**config.mk**
```make
export PLATFORM = sky130hd
export DESIGN_NAME = rv_core
export DESIGN_NICKNAME = d
export VERILOG_FILES = /design/src/hdl/rv_ctrl_pkg.sv /design/src/hdl/rv_isa_pkg.sv /design/src/hdl/rv_core.sv /design/src/hdl/alu.sv /design/src/hdl/reg_file.sv /design/src/hdl/control.sv
export VERILOG_INCLUDE_DIRS = /design/src /design/src/hdl
export SDC_FILE = /design/constraint.sdc
export NUM_CORES = 2
export LEC_CHECK = 0
export BUFFER_PORTS_ARGS = -buffer_cell sky130_fd_sc_hd__buf_2
export CAP_MARGIN = 20
export CORE_MARGIN = 8
export CORE_UTILIZATION = 35
export DETAILED_ROUTE_END_ITERATION = 8
export PLACE_DENSITY = 0.55
export SLEW_MARGIN = 20
export SYNTH_ARGS = -nofsm -noshare
export SYNTH_HDL_FRONTEND = slang
export SYNTH_HIERARCHICAL = 1
export SYNTH_SLANG_ARGS = --single-unit
```
**constraint.sdc**
```tcl
create_clock -name clk -period 7.85 [get_ports clk]
set_input_delay 1.1775 -clock clk [delete_from_list [all_inputs] [get_ports clk]]
set_output_delay 1.1775 -clock clk [all_outputs]
set_load 0.02 [all_outputs]
```
**src/hdl/rv_params.svh**
```systemverilog
`ifndef RV_PARAMS_SVH
`define RV_PARAMS_SVH

// data path and address width
`define RV_XLEN 32

// architectural register count, x0 included
`define RV_NREGS 32

// first fetch address out of reset
`define RV_RESET_PC 32'h0000_0000

// register index width
`define RV_REG_AW 5

`endif
```
**src/hdl/rv_ctrl_pkg.sv**
```systemverilog
package rv_ctrl_pkg;

	// operation selected by the decoder for the alu
	typedef enum logic [3:0] {
		ALU_ADD    = 4'd0,
		ALU_SUB    = 4'd1,
		ALU_SLL    = 4'd2,
		ALU_SLT    = 4'd3,
		ALU_SLTU   = 4'd4,
		ALU_XOR    = 4'd5,
		ALU_SRL    = 4'd6,
		ALU_SRA    = 4'd7,
		ALU_OR     = 4'd8,
		ALU_AND    = 4'd9,
		ALU_PASS_B = 4'd10
	} alu_op_e;

	// source of the next program counter
	typedef enum logic [1:0] {
		PC_SEQ    = 2'd0,
		PC_BRANCH = 2'd1,
		PC_JAL    = 2'd2,
		PC_JALR   = 2'd3
	} pc_sel_e;

endpackage

```
**src/hdl/rv_isa_pkg.sv**
```systemverilog
package rv_isa_pkg;

	// major opcodes, bits [6:0] of the instruction
	typedef enum logic [6:0] {
		OP_R      = 7'b0110011,
		OP_ALUI   = 7'b0010011,
		OP_LOAD   = 7'b0000011,
		OP_STORE  = 7'b0100011,
		OP_BRANCH = 7'b1100011,
		OP_JAL    = 7'b1101111,
		OP_JALR   = 7'b1100111,
		OP_LUI    = 7'b0110111,
		OP_AUIPC  = 7'b0010111,
		OP_FENCE  = 7'b0001111,
		OP_SYSTEM = 7'b1110011
	} opcode_e;

	// branch conditions
	localparam logic [2:0] F3_BEQ  = 3'b000;
	localparam logic [2:0] F3_BNE  = 3'b001;
	localparam logic [2:0] F3_BLT  = 3'b100;
	localparam logic [2:0] F3_BGE  = 3'b101;
	localparam logic [2:0] F3_BLTU = 3'b110;
	localparam logic [2:0] F3_BGEU = 3'b111;

	// register and immediate alu subtypes
	localparam logic [2:0] F3_ADD  = 3'b000;
	localparam logic [2:0] F3_SLL  = 3'b001;
	localparam logic [2:0] F3_SLT  = 3'b010;
	localparam logic [2:0] F3_SLTU = 3'b011;
	localparam logic [2:0] F3_XOR  = 3'b100;
	localparam logic [2:0] F3_SR   = 3'b101;
	localparam logic [2:0] F3_OR   = 3'b110;
	localparam logic [2:0] F3_AND  = 3'b111;

endpackage

```
**src/hdl/rv_core.sv**
```systemverilog
`timescale 1ns/1ps
`include "rv_params.svh"

module rv_core (
	input  logic                clk,
	input  logic                rst_n,
	input  logic                instr_valid,
	input  logic [`RV_XLEN-1:0] instr,
	output logic [`RV_XLEN-1:0] pc,
	output logic [`RV_XLEN-1:0] mem_addr,
	output logic [`RV_XLEN-1:0] mem_wdata,
	input  logic [`RV_XLEN-1:0] mem_rdata,
	output logic                mem_we,
	output logic                mem_re,
	output logic                fence,
	output logic                illegal
);
	import rv_ctrl_pkg::*;

	logic [`RV_REG_AW-1:0] rs1, rs2, rd;
	alu_op_e               alu_op;
	pc_sel_e               pc_sel;
	logic                  alu_src_imm, pc_src_a;
	logic                  reg_write, mem_to_reg, mem_read, mem_write;
	logic                  is_fence, is_illegal;
	logic [`RV_XLEN-1:0]   imm;
	logic [`RV_XLEN-1:0]   rs1_data, rs2_data;
	logic [`RV_XLEN-1:0]   alu_a, alu_b, alu_result;
	logic                  taken;
	logic [`RV_XLEN-1:0]   pc_plus4, pc_target, pc_next, wb_data;
	logic                  link;

	control i_control (
		.instr(instr), .rs1(rs1), .rs2(rs2), .rd(rd), .alu_op(alu_op),
		.alu_src_imm(alu_src_imm), .pc_src_a(pc_src_a), .reg_write(reg_write),
		.mem_to_reg(mem_to_reg), .mem_read(mem_read), .mem_write(mem_write),
		.pc_sel(pc_sel), .imm(imm), .is_fence(is_fence), .is_illegal(is_illegal)
	);

	reg_file i_reg_file (
		.clk(clk), .rst_n(rst_n), .raddr1(rs1), .raddr2(rs2),
		.rdata1(rs1_data), .rdata2(rs2_data),
		.we(instr_valid && reg_write), .waddr(rd), .wdata(wb_data)
	);

	// auipc takes the pc as operand a
	assign alu_a = pc_src_a ? pc : rs1_data;
	assign alu_b = alu_src_imm ? imm : rs2_data;

	alu i_alu (
		.op(alu_op), .a(alu_a), .b(alu_b), .funct3(instr[14:12]),
		.result(alu_result), .taken(taken)
	);

	assign pc_plus4  = pc + 32'd4;
	assign pc_target = pc + imm;

	always_comb begin
		case (pc_sel)
			PC_BRANCH: pc_next = taken ? pc_target : pc_plus4;
			PC_JAL:    pc_next = pc_target;
			PC_JALR:   pc_next = {alu_result[`RV_XLEN-1:1], 1'b0};
			default:   pc_next = pc_plus4;
		endcase
	end

	// jumps write the return address
	assign link    = (pc_sel == PC_JAL) || (pc_sel == PC_JALR);
	assign wb_data = mem_to_reg ? mem_rdata : (link ? pc_plus4 : alu_result);

	always_ff @(posedge clk) begin
		if (!rst_n) begin
			pc <= `RV_RESET_PC;
		end else if (instr_valid) begin
			pc <= pc_next;
		end
	end

	assign mem_we    = instr_valid && mem_write;
	assign mem_re    = instr_valid && mem_read;
	assign mem_addr  = (mem_we || mem_re) ? alu_result : '0;
	assign mem_wdata = mem_we ? rs2_data : '0;
	assign fence     = instr_valid && is_fence;
	assign illegal   = instr_valid && is_illegal;

	a_mem_excl: assert property (@(posedge clk) disable iff (!rst_n) !(mem_we && mem_re))
		else $error("rv_core: read and write strobes both high");

endmodule

```
**src/hdl/alu.sv**
```systemverilog
`timescale 1ns/1ps
`include "rv_params.svh"

module alu (
	input  rv_ctrl_pkg::alu_op_e op,
	input  logic [`RV_XLEN-1:0]  a,
	input  logic [`RV_XLEN-1:0]  b,
	input  logic [2:0]           funct3,
	output logic [`RV_XLEN-1:0]  result,
	output logic                 taken
);
	import rv_isa_pkg::*;
	import rv_ctrl_pkg::*;

	logic [4:0] shamt;
	logic       lt_s;
	logic       lt_u;

	assign shamt = b[4:0];
	assign lt_s  = $signed(a) < $signed(b);
	assign lt_u  = a < b;

	always_comb begin
		case (op)
			ALU_ADD:    result = a + b;
			ALU_SUB:    result = a - b;
			ALU_SLL:    result = a << shamt;
			ALU_SLT:    result = {{(`RV_XLEN-1){1'b0}}, lt_s};
			ALU_SLTU:   result = {{(`RV_XLEN-1){1'b0}}, lt_u};
			ALU_XOR:    result = a ^ b;
			ALU_SRL:    result = a >> shamt;
			ALU_SRA:    result = $unsigned($signed(a) >>> shamt);
			ALU_OR:     result = a | b;
			ALU_AND:    result = a & b;
			ALU_PASS_B: result = b;
			default:    result = '0;
		endcase
	end

	// branch condition, only meaningful when the core selects PC_BRANCH
	always_comb begin
		case (funct3)
			F3_BEQ:  taken = (a == b);
			F3_BNE:  taken = (a != b);
			F3_BLT:  taken = lt_s;
			F3_BGE:  taken = !lt_s;
			F3_BLTU: taken = lt_u;
			F3_BGEU: taken = !lt_u;
			default: taken = 1'b0;
		endcase
	end

endmodule

```
**src/hdl/reg_file.sv**
```systemverilog
`timescale 1ns/1ps
`include "rv_params.svh"

module reg_file (
	input  logic                  clk,
	input  logic                  rst_n,
	input  logic [`RV_REG_AW-1:0] raddr1,
	input  logic [`RV_REG_AW-1:0] raddr2,
	output logic [`RV_XLEN-1:0]   rdata1,
	output logic [`RV_XLEN-1:0]   rdata2,
	input  logic                  we,
	input  logic [`RV_REG_AW-1:0] waddr,
	input  logic [`RV_XLEN-1:0]   wdata
);

	logic [`RV_XLEN-1:0] regs [`RV_NREGS];

	always_ff @(posedge clk) begin
		if (!rst_n) begin
			for (int i = 0; i < `RV_NREGS; i++) begin
				regs[i] <= '0;
			end
		end else if (we && (waddr != '0)) begin
			regs[waddr] <= wdata;
		end
	end

	// x0 reads as zero on both ports
	assign rdata1 = (raddr1 == '0) ? '0 : regs[raddr1];
	assign rdata2 = (raddr2 == '0) ? '0 : regs[raddr2];

	a_x0_zero: assert property (@(posedge clk) disable iff (!rst_n)
		((raddr1 == '0) |-> (rdata1 == '0)) and ((raddr2 == '0) |-> (rdata2 == '0)))
		else $error("reg_file: x0 read returned nonzero");

endmodule

```
**src/hdl/control.sv**
```systemverilog
`timescale 1ns/1ps
`include "rv_params.svh"

module control (
	input  logic [`RV_XLEN-1:0]   instr,
	output logic [`RV_REG_AW-1:0] rs1,
	output logic [`RV_REG_AW-1:0] rs2,
	output logic [`RV_REG_AW-1:0] rd,
	output rv_ctrl_pkg::alu_op_e  alu_op,
	output logic                  alu_src_imm,
	output logic                  pc_src_a,
	output logic                  reg_write,
	output logic                  mem_to_reg,
	output logic                  mem_read,
	output logic                  mem_write,
	output rv_ctrl_pkg::pc_sel_e  pc_sel,
	output logic [`RV_XLEN-1:0]   imm,
	output logic                  is_fence,
	output logic                  is_illegal
);
	import rv_isa_pkg::*;
	import rv_ctrl_pkg::*;

	opcode_e              opcode;
	logic [2:0]           funct3;
	logic [`RV_XLEN-1:0]  imm_i;
	logic [`RV_XLEN-1:0]  imm_s;
	logic [`RV_XLEN-1:0]  imm_b;
	logic [`RV_XLEN-1:0]  imm_u;
	logic [`RV_XLEN-1:0]  imm_j;

	// bit 30 only means sub/sra for R-type, for ALUI it is an immediate bit except on shifts
	function automatic alu_op_e alu_decode(input logic [2:0] f3, input logic alt,
			input logic is_reg);
		alu_op_e op;
		case (f3)
			F3_ADD:  op = (is_reg && alt) ? ALU_SUB : ALU_ADD;
			F3_SLL:  op = ALU_SLL;
			F3_SLT:  op = ALU_SLT;
			F3_SLTU: op = ALU_SLTU;
			F3_XOR:  op = ALU_XOR;
			F3_SR:   op = alt ? ALU_SRA : ALU_SRL;
			F3_OR:   op = ALU_OR;
			default: op = ALU_AND;
		endcase
		return op;
	endfunction

	assign opcode = opcode_e'(instr[6:0]);
	assign funct3 = instr[14:12];
	assign rd     = instr[11:7];
	assign rs1    = instr[19:15];
	assign rs2    = instr[24:20];

	// all immediates leave here fully sign-extended
	assign imm_i = {{20{instr[31]}}, instr[31:20]};
	assign imm_s = {{20{instr[31]}}, instr[31:25], instr[11:7]};
	assign imm_b = {{19{instr[31]}}, instr[31], instr[7], instr[30:25], instr[11:8], 1'b0};
	assign imm_u = {instr[31:12], 12'b0};
	assign imm_j = {{11{instr[31]}}, instr[31], instr[19:12], instr[20], instr[30:21], 1'b0};

	always_comb begin
		alu_op      = ALU_ADD;
		alu_src_imm = 1'b0;
		pc_src_a    = 1'b0;
		reg_write   = 1'b0;
		mem_to_reg  = 1'b0;
		mem_read    = 1'b0;
		mem_write   = 1'b0;
		pc_sel      = PC_SEQ;
		imm         = '0;
		is_fence    = 1'b0;
		is_illegal  = 1'b0;
		case (opcode)
			OP_R: begin
				reg_write = 1'b1;
				alu_op    = alu_decode(funct3, instr[30], 1'b1);
			end
			OP_ALUI: begin
				reg_write   = 1'b1;
				alu_src_imm = 1'b1;
				imm         = imm_i;
				alu_op      = alu_decode(funct3, instr[30], 1'b0);
			end
			OP_LOAD: begin
				reg_write   = 1'b1;
				mem_to_reg  = 1'b1;
				mem_read    = 1'b1;
				alu_src_imm = 1'b1;
				imm         = imm_i;
			end
			OP_STORE: begin
				mem_write   = 1'b1;
				alu_src_imm = 1'b1;
				imm         = imm_s;
			end
			OP_BRANCH: begin
				// alu compares rs1 with rs2, target is formed in the core
				pc_sel = PC_BRANCH;
				alu_op = ALU_SUB;
				imm    = imm_b;
			end
			OP_JAL: begin
				reg_write = 1'b1;
				pc_sel    = PC_JAL;
				imm       = imm_j;
			end
			OP_JALR: begin
				reg_write   = 1'b1;
				pc_sel      = PC_JALR;
				alu_src_imm = 1'b1;
				imm         = imm_i;
			end
			OP_LUI: begin
				reg_write   = 1'b1;
				alu_src_imm = 1'b1;
				alu_op      = ALU_PASS_B;
				imm         = imm_u;
			end
			OP_AUIPC: begin
				reg_write   = 1'b1;
				pc_src_a    = 1'b1;
				alu_src_imm = 1'b1;
				imm         = imm_u;
			end
			OP_FENCE: begin
				is_fence = 1'b1;
			end
			// csr and environment calls are not implemented
			OP_SYSTEM: begin
				is_illegal = 1'b1;
			end
			default: begin
				is_illegal = 1'b1;
			end
		endcase
	end

	always_comb begin
		assert (!(mem_read && mem_write))
			else $error("control: load and store decoded together");
	end

endmodule

```
==> results.txt <==
Status -> finished with violations
Clock transition at path regs -> 0.05 ns
Synth area leader -> edfxtp_1
H-tree Lvls -> 3
Slew @ Worst Pin -> 1.233 ns
Yosys warns -> 6
Synth Cell Area -> 0.07009 mm^2
Mean Syn Cell Area -> 11.98 um^2
Top-count cell post-synth -> edfxtp_1
Largest net degree at the start of global routing -> 66
Register area share after synthesis -> 0.4479
Initial antenna violation count -> 49
Final period utilization -> 1.001
Area fraction of the dominant cell type after synthesis -> 0.4387
Clock Skew -> 0.05101 ns
Kind of critical path -> input port to primary output
Final setup margin -> -0.009635 ns
Asr flop ratio synth -> 0
First-pass GRT wire length -> 444000 um
I/O Buffers -> 166
Maxcap violations -> 0
Cell total after placement -> 9164
Total grt overflow -> 0
Setup violators final -> 1
Setup TNS -> -0.009635 ns
Fin cells -> 9444
Total Power -> 18.33 mW
Drt wl/cell -> 34.48 um
Hold buffers post-CTS -> 0
Max VDD drop -> 0.1768 mV
Fin util -> 0.4344
Skew-Pair Late Insertion Delay -> 0.78 ns
Violated checks -> setup timing
Post-Place Setup Slack -> -0.9140 ns
Dpl hpwl -> 231600 um
Slew Limit Fails -> 0
CTS Sinks -> 1056
Top-Level Pins -> 167
Cell variety after synth -> 115
Crit path arrival time -> 6.68 ns
Final Hold Vio Count -> 0
EDFF count, synth -> 1024
Vias post-DR -> 58191
Maximum clock path buffer count -> 3
Die X-Extent -> 463.5 um
Worst Path Required -> 6.67 ns
CP Capture Type -> primary output
Achievable Freq -> 0.1272 GHz
Initial DRC Count -> 8666
Ys flop type -> edfxtp_1
Number of global-route vias before repair -> 55314
Total routed wirelength -> 325600 um
Die Y -> 463.5 um
Min-delay worst type -> flip-flop to flip-flop
Die footprint -> 0.2148 mm^2
Ranking of synthesized cells by area -> edfxtp_1, mux4_2, and2_1, mux2i_1, ha_1
Initial cell density of the core -> 0.3514
PD cells -> 211.6 mW/mm^2
Syn-to-layout area delta -> 23.63%
Hold Slack -> 0.6674 ns
DRT Pass-1 Iters -> 6
# rows -> 164
#FFs+latches synth -> 1056
Gate Count Post-Synth -> 5849
Final ANT Viol Nets -> 0
Via/cell ratio -> 6.162
Commonest cells in the netlist -> edfxtp_1, and2_1, mux4_2
Worst setup SP type -> input port
Root Buffer -> clkbuf_16
Share of post-route cells with drive strength above 1 -> 0.3429
Critical Path Fanout Max -> 14
Worst slew margin -> 0.1714
RSZ-0062 raised after global routing -> true
Num CTS Buffers -> 111
TritonCTS clock tree -> built
P_leak -> 33.62 nW
Total GRT Usage -> 0.2864
Design area -> 0.08665 mm^2
Post-DP Area -> 0.08151 mm^2
Nets -> 6873
# DRC -> 0
Core area -> 0.1995 mm^2
Tmin final -> 7.860 ns
Gpl congestion -> 1.030
-- layout by cell type, fill, tap and decap left out, types with 34 or more instances in the layout --
cell type,Yosys,final
inv_1,118,116
a22oi_1,36,36
ha_1,131,123
o21ai_0,213,145
and2_1,1016,1015
mux2_2,111,104
buf_2,70,156
o221ai_1,48,47
a21oi_1,177,170
xnor2_1,34,34
buf_4,60,968
nor2b_1,74,69
o211ai_1,46,46
mux4_2,488,488
a211oi_1,66,48
nor2_1,257,218
nand2_1,267,263
o22ai_1,104,97
o21ai_2,3,38
nor3_1,83,65
buf_12,0,96
a21o_1,45,45
edfxtp_1,1024,1024
mux2i_1,221,220
nand3_1,53,51
a22o_1,65,59
clkbuf_16,0,120
and3_1,56,54
-- per-layer routing --
layer,vias up,routed length (um),GRT usage
met5,-,103,0
met4,14,17220,0.1199
met3,652,40460,0.07800
met2,3926,136100,0.4192
met1,29618,131700,0.4001
li1,23981,-,-
-- sequential cells by signal (all words and copies together), names as in the netlist --
signal           count
i_reg_file/regs   1024
pc                  32
-- cell families after synthesis --
group,synth area share
simple gates,0.1555
compound gates,0.1111
flops,0.4479
mux,0.2081
buf+inv,0.04533
fa+ha+maj,0.02424
xor+xnor,0.007748
other cells,0.00005350
-- final timing paths --
| kind | start | end | slack [ns] | depth (start not counted) |
|---|---|---|---|---|
| setup / recovery | instr[16] | mem_addr[25] | -0.01 | 19 |
| hold / removal | pc[1] | pc[1] | 0.67 | 2 |
| setup reg to reg | i_reg_file/regs[31][0] | pc[26] | 1.35 | 30 |
| hold reg to reg | pc[1] | pc[1] | 0.67 | 2 |
-- power by group --
part	leakage, nW	switching [mW]	internal, mW	total, mW
clock	1.74	2.37	2.96	5.33
sequential	10.8	0.143	6.37	6.51
combinational	21.1	4.02	2.47	6.49
total	33.6	6.53	11.8	18.3
-- worst max-delay path, stage by stage --
cell and delay (ns):
buf_16 0.15, buf_4 0.22, buf_4 0.32, mux4_2 0.54, o22ai_1 0.70, nor3_1 0.31, mux2_2 0.43, mux4_2 0.49
nor2_1 0.15, a21oi_1 0.08, a22oi_1 0.28, o21ai_1 0.13, o21ai_1 0.27, buf_4 0.19, o2111ai_1 0.25, a311oi_1 0.33
a32oi_2 0.23, nor2b_1 0.18, buf_2 0.18
-- repair_timing --
item,4_1_cts,5_1_grt
buffers inserted,10,32
gates resized for setup,100,98
setup endpoints to repair,25,20
pin swaps,9,19
cloned,1,8
-- area by class of cell --
cell class | instances | area (um^2)
tap | 2656 | 3323
multi-input combinational | 4121 | 37160
timing repair buffer | 1257 | 10690
sequential | 1056 | 31390
inverter | 125 | 469.2
antenna | 25 | 62.56
clock buffer | 136 | 2903
fill | 18526 | 112800
clock inverter | 68 | 656.9
No activity file was read; power rests on OpenSTA's default activity.
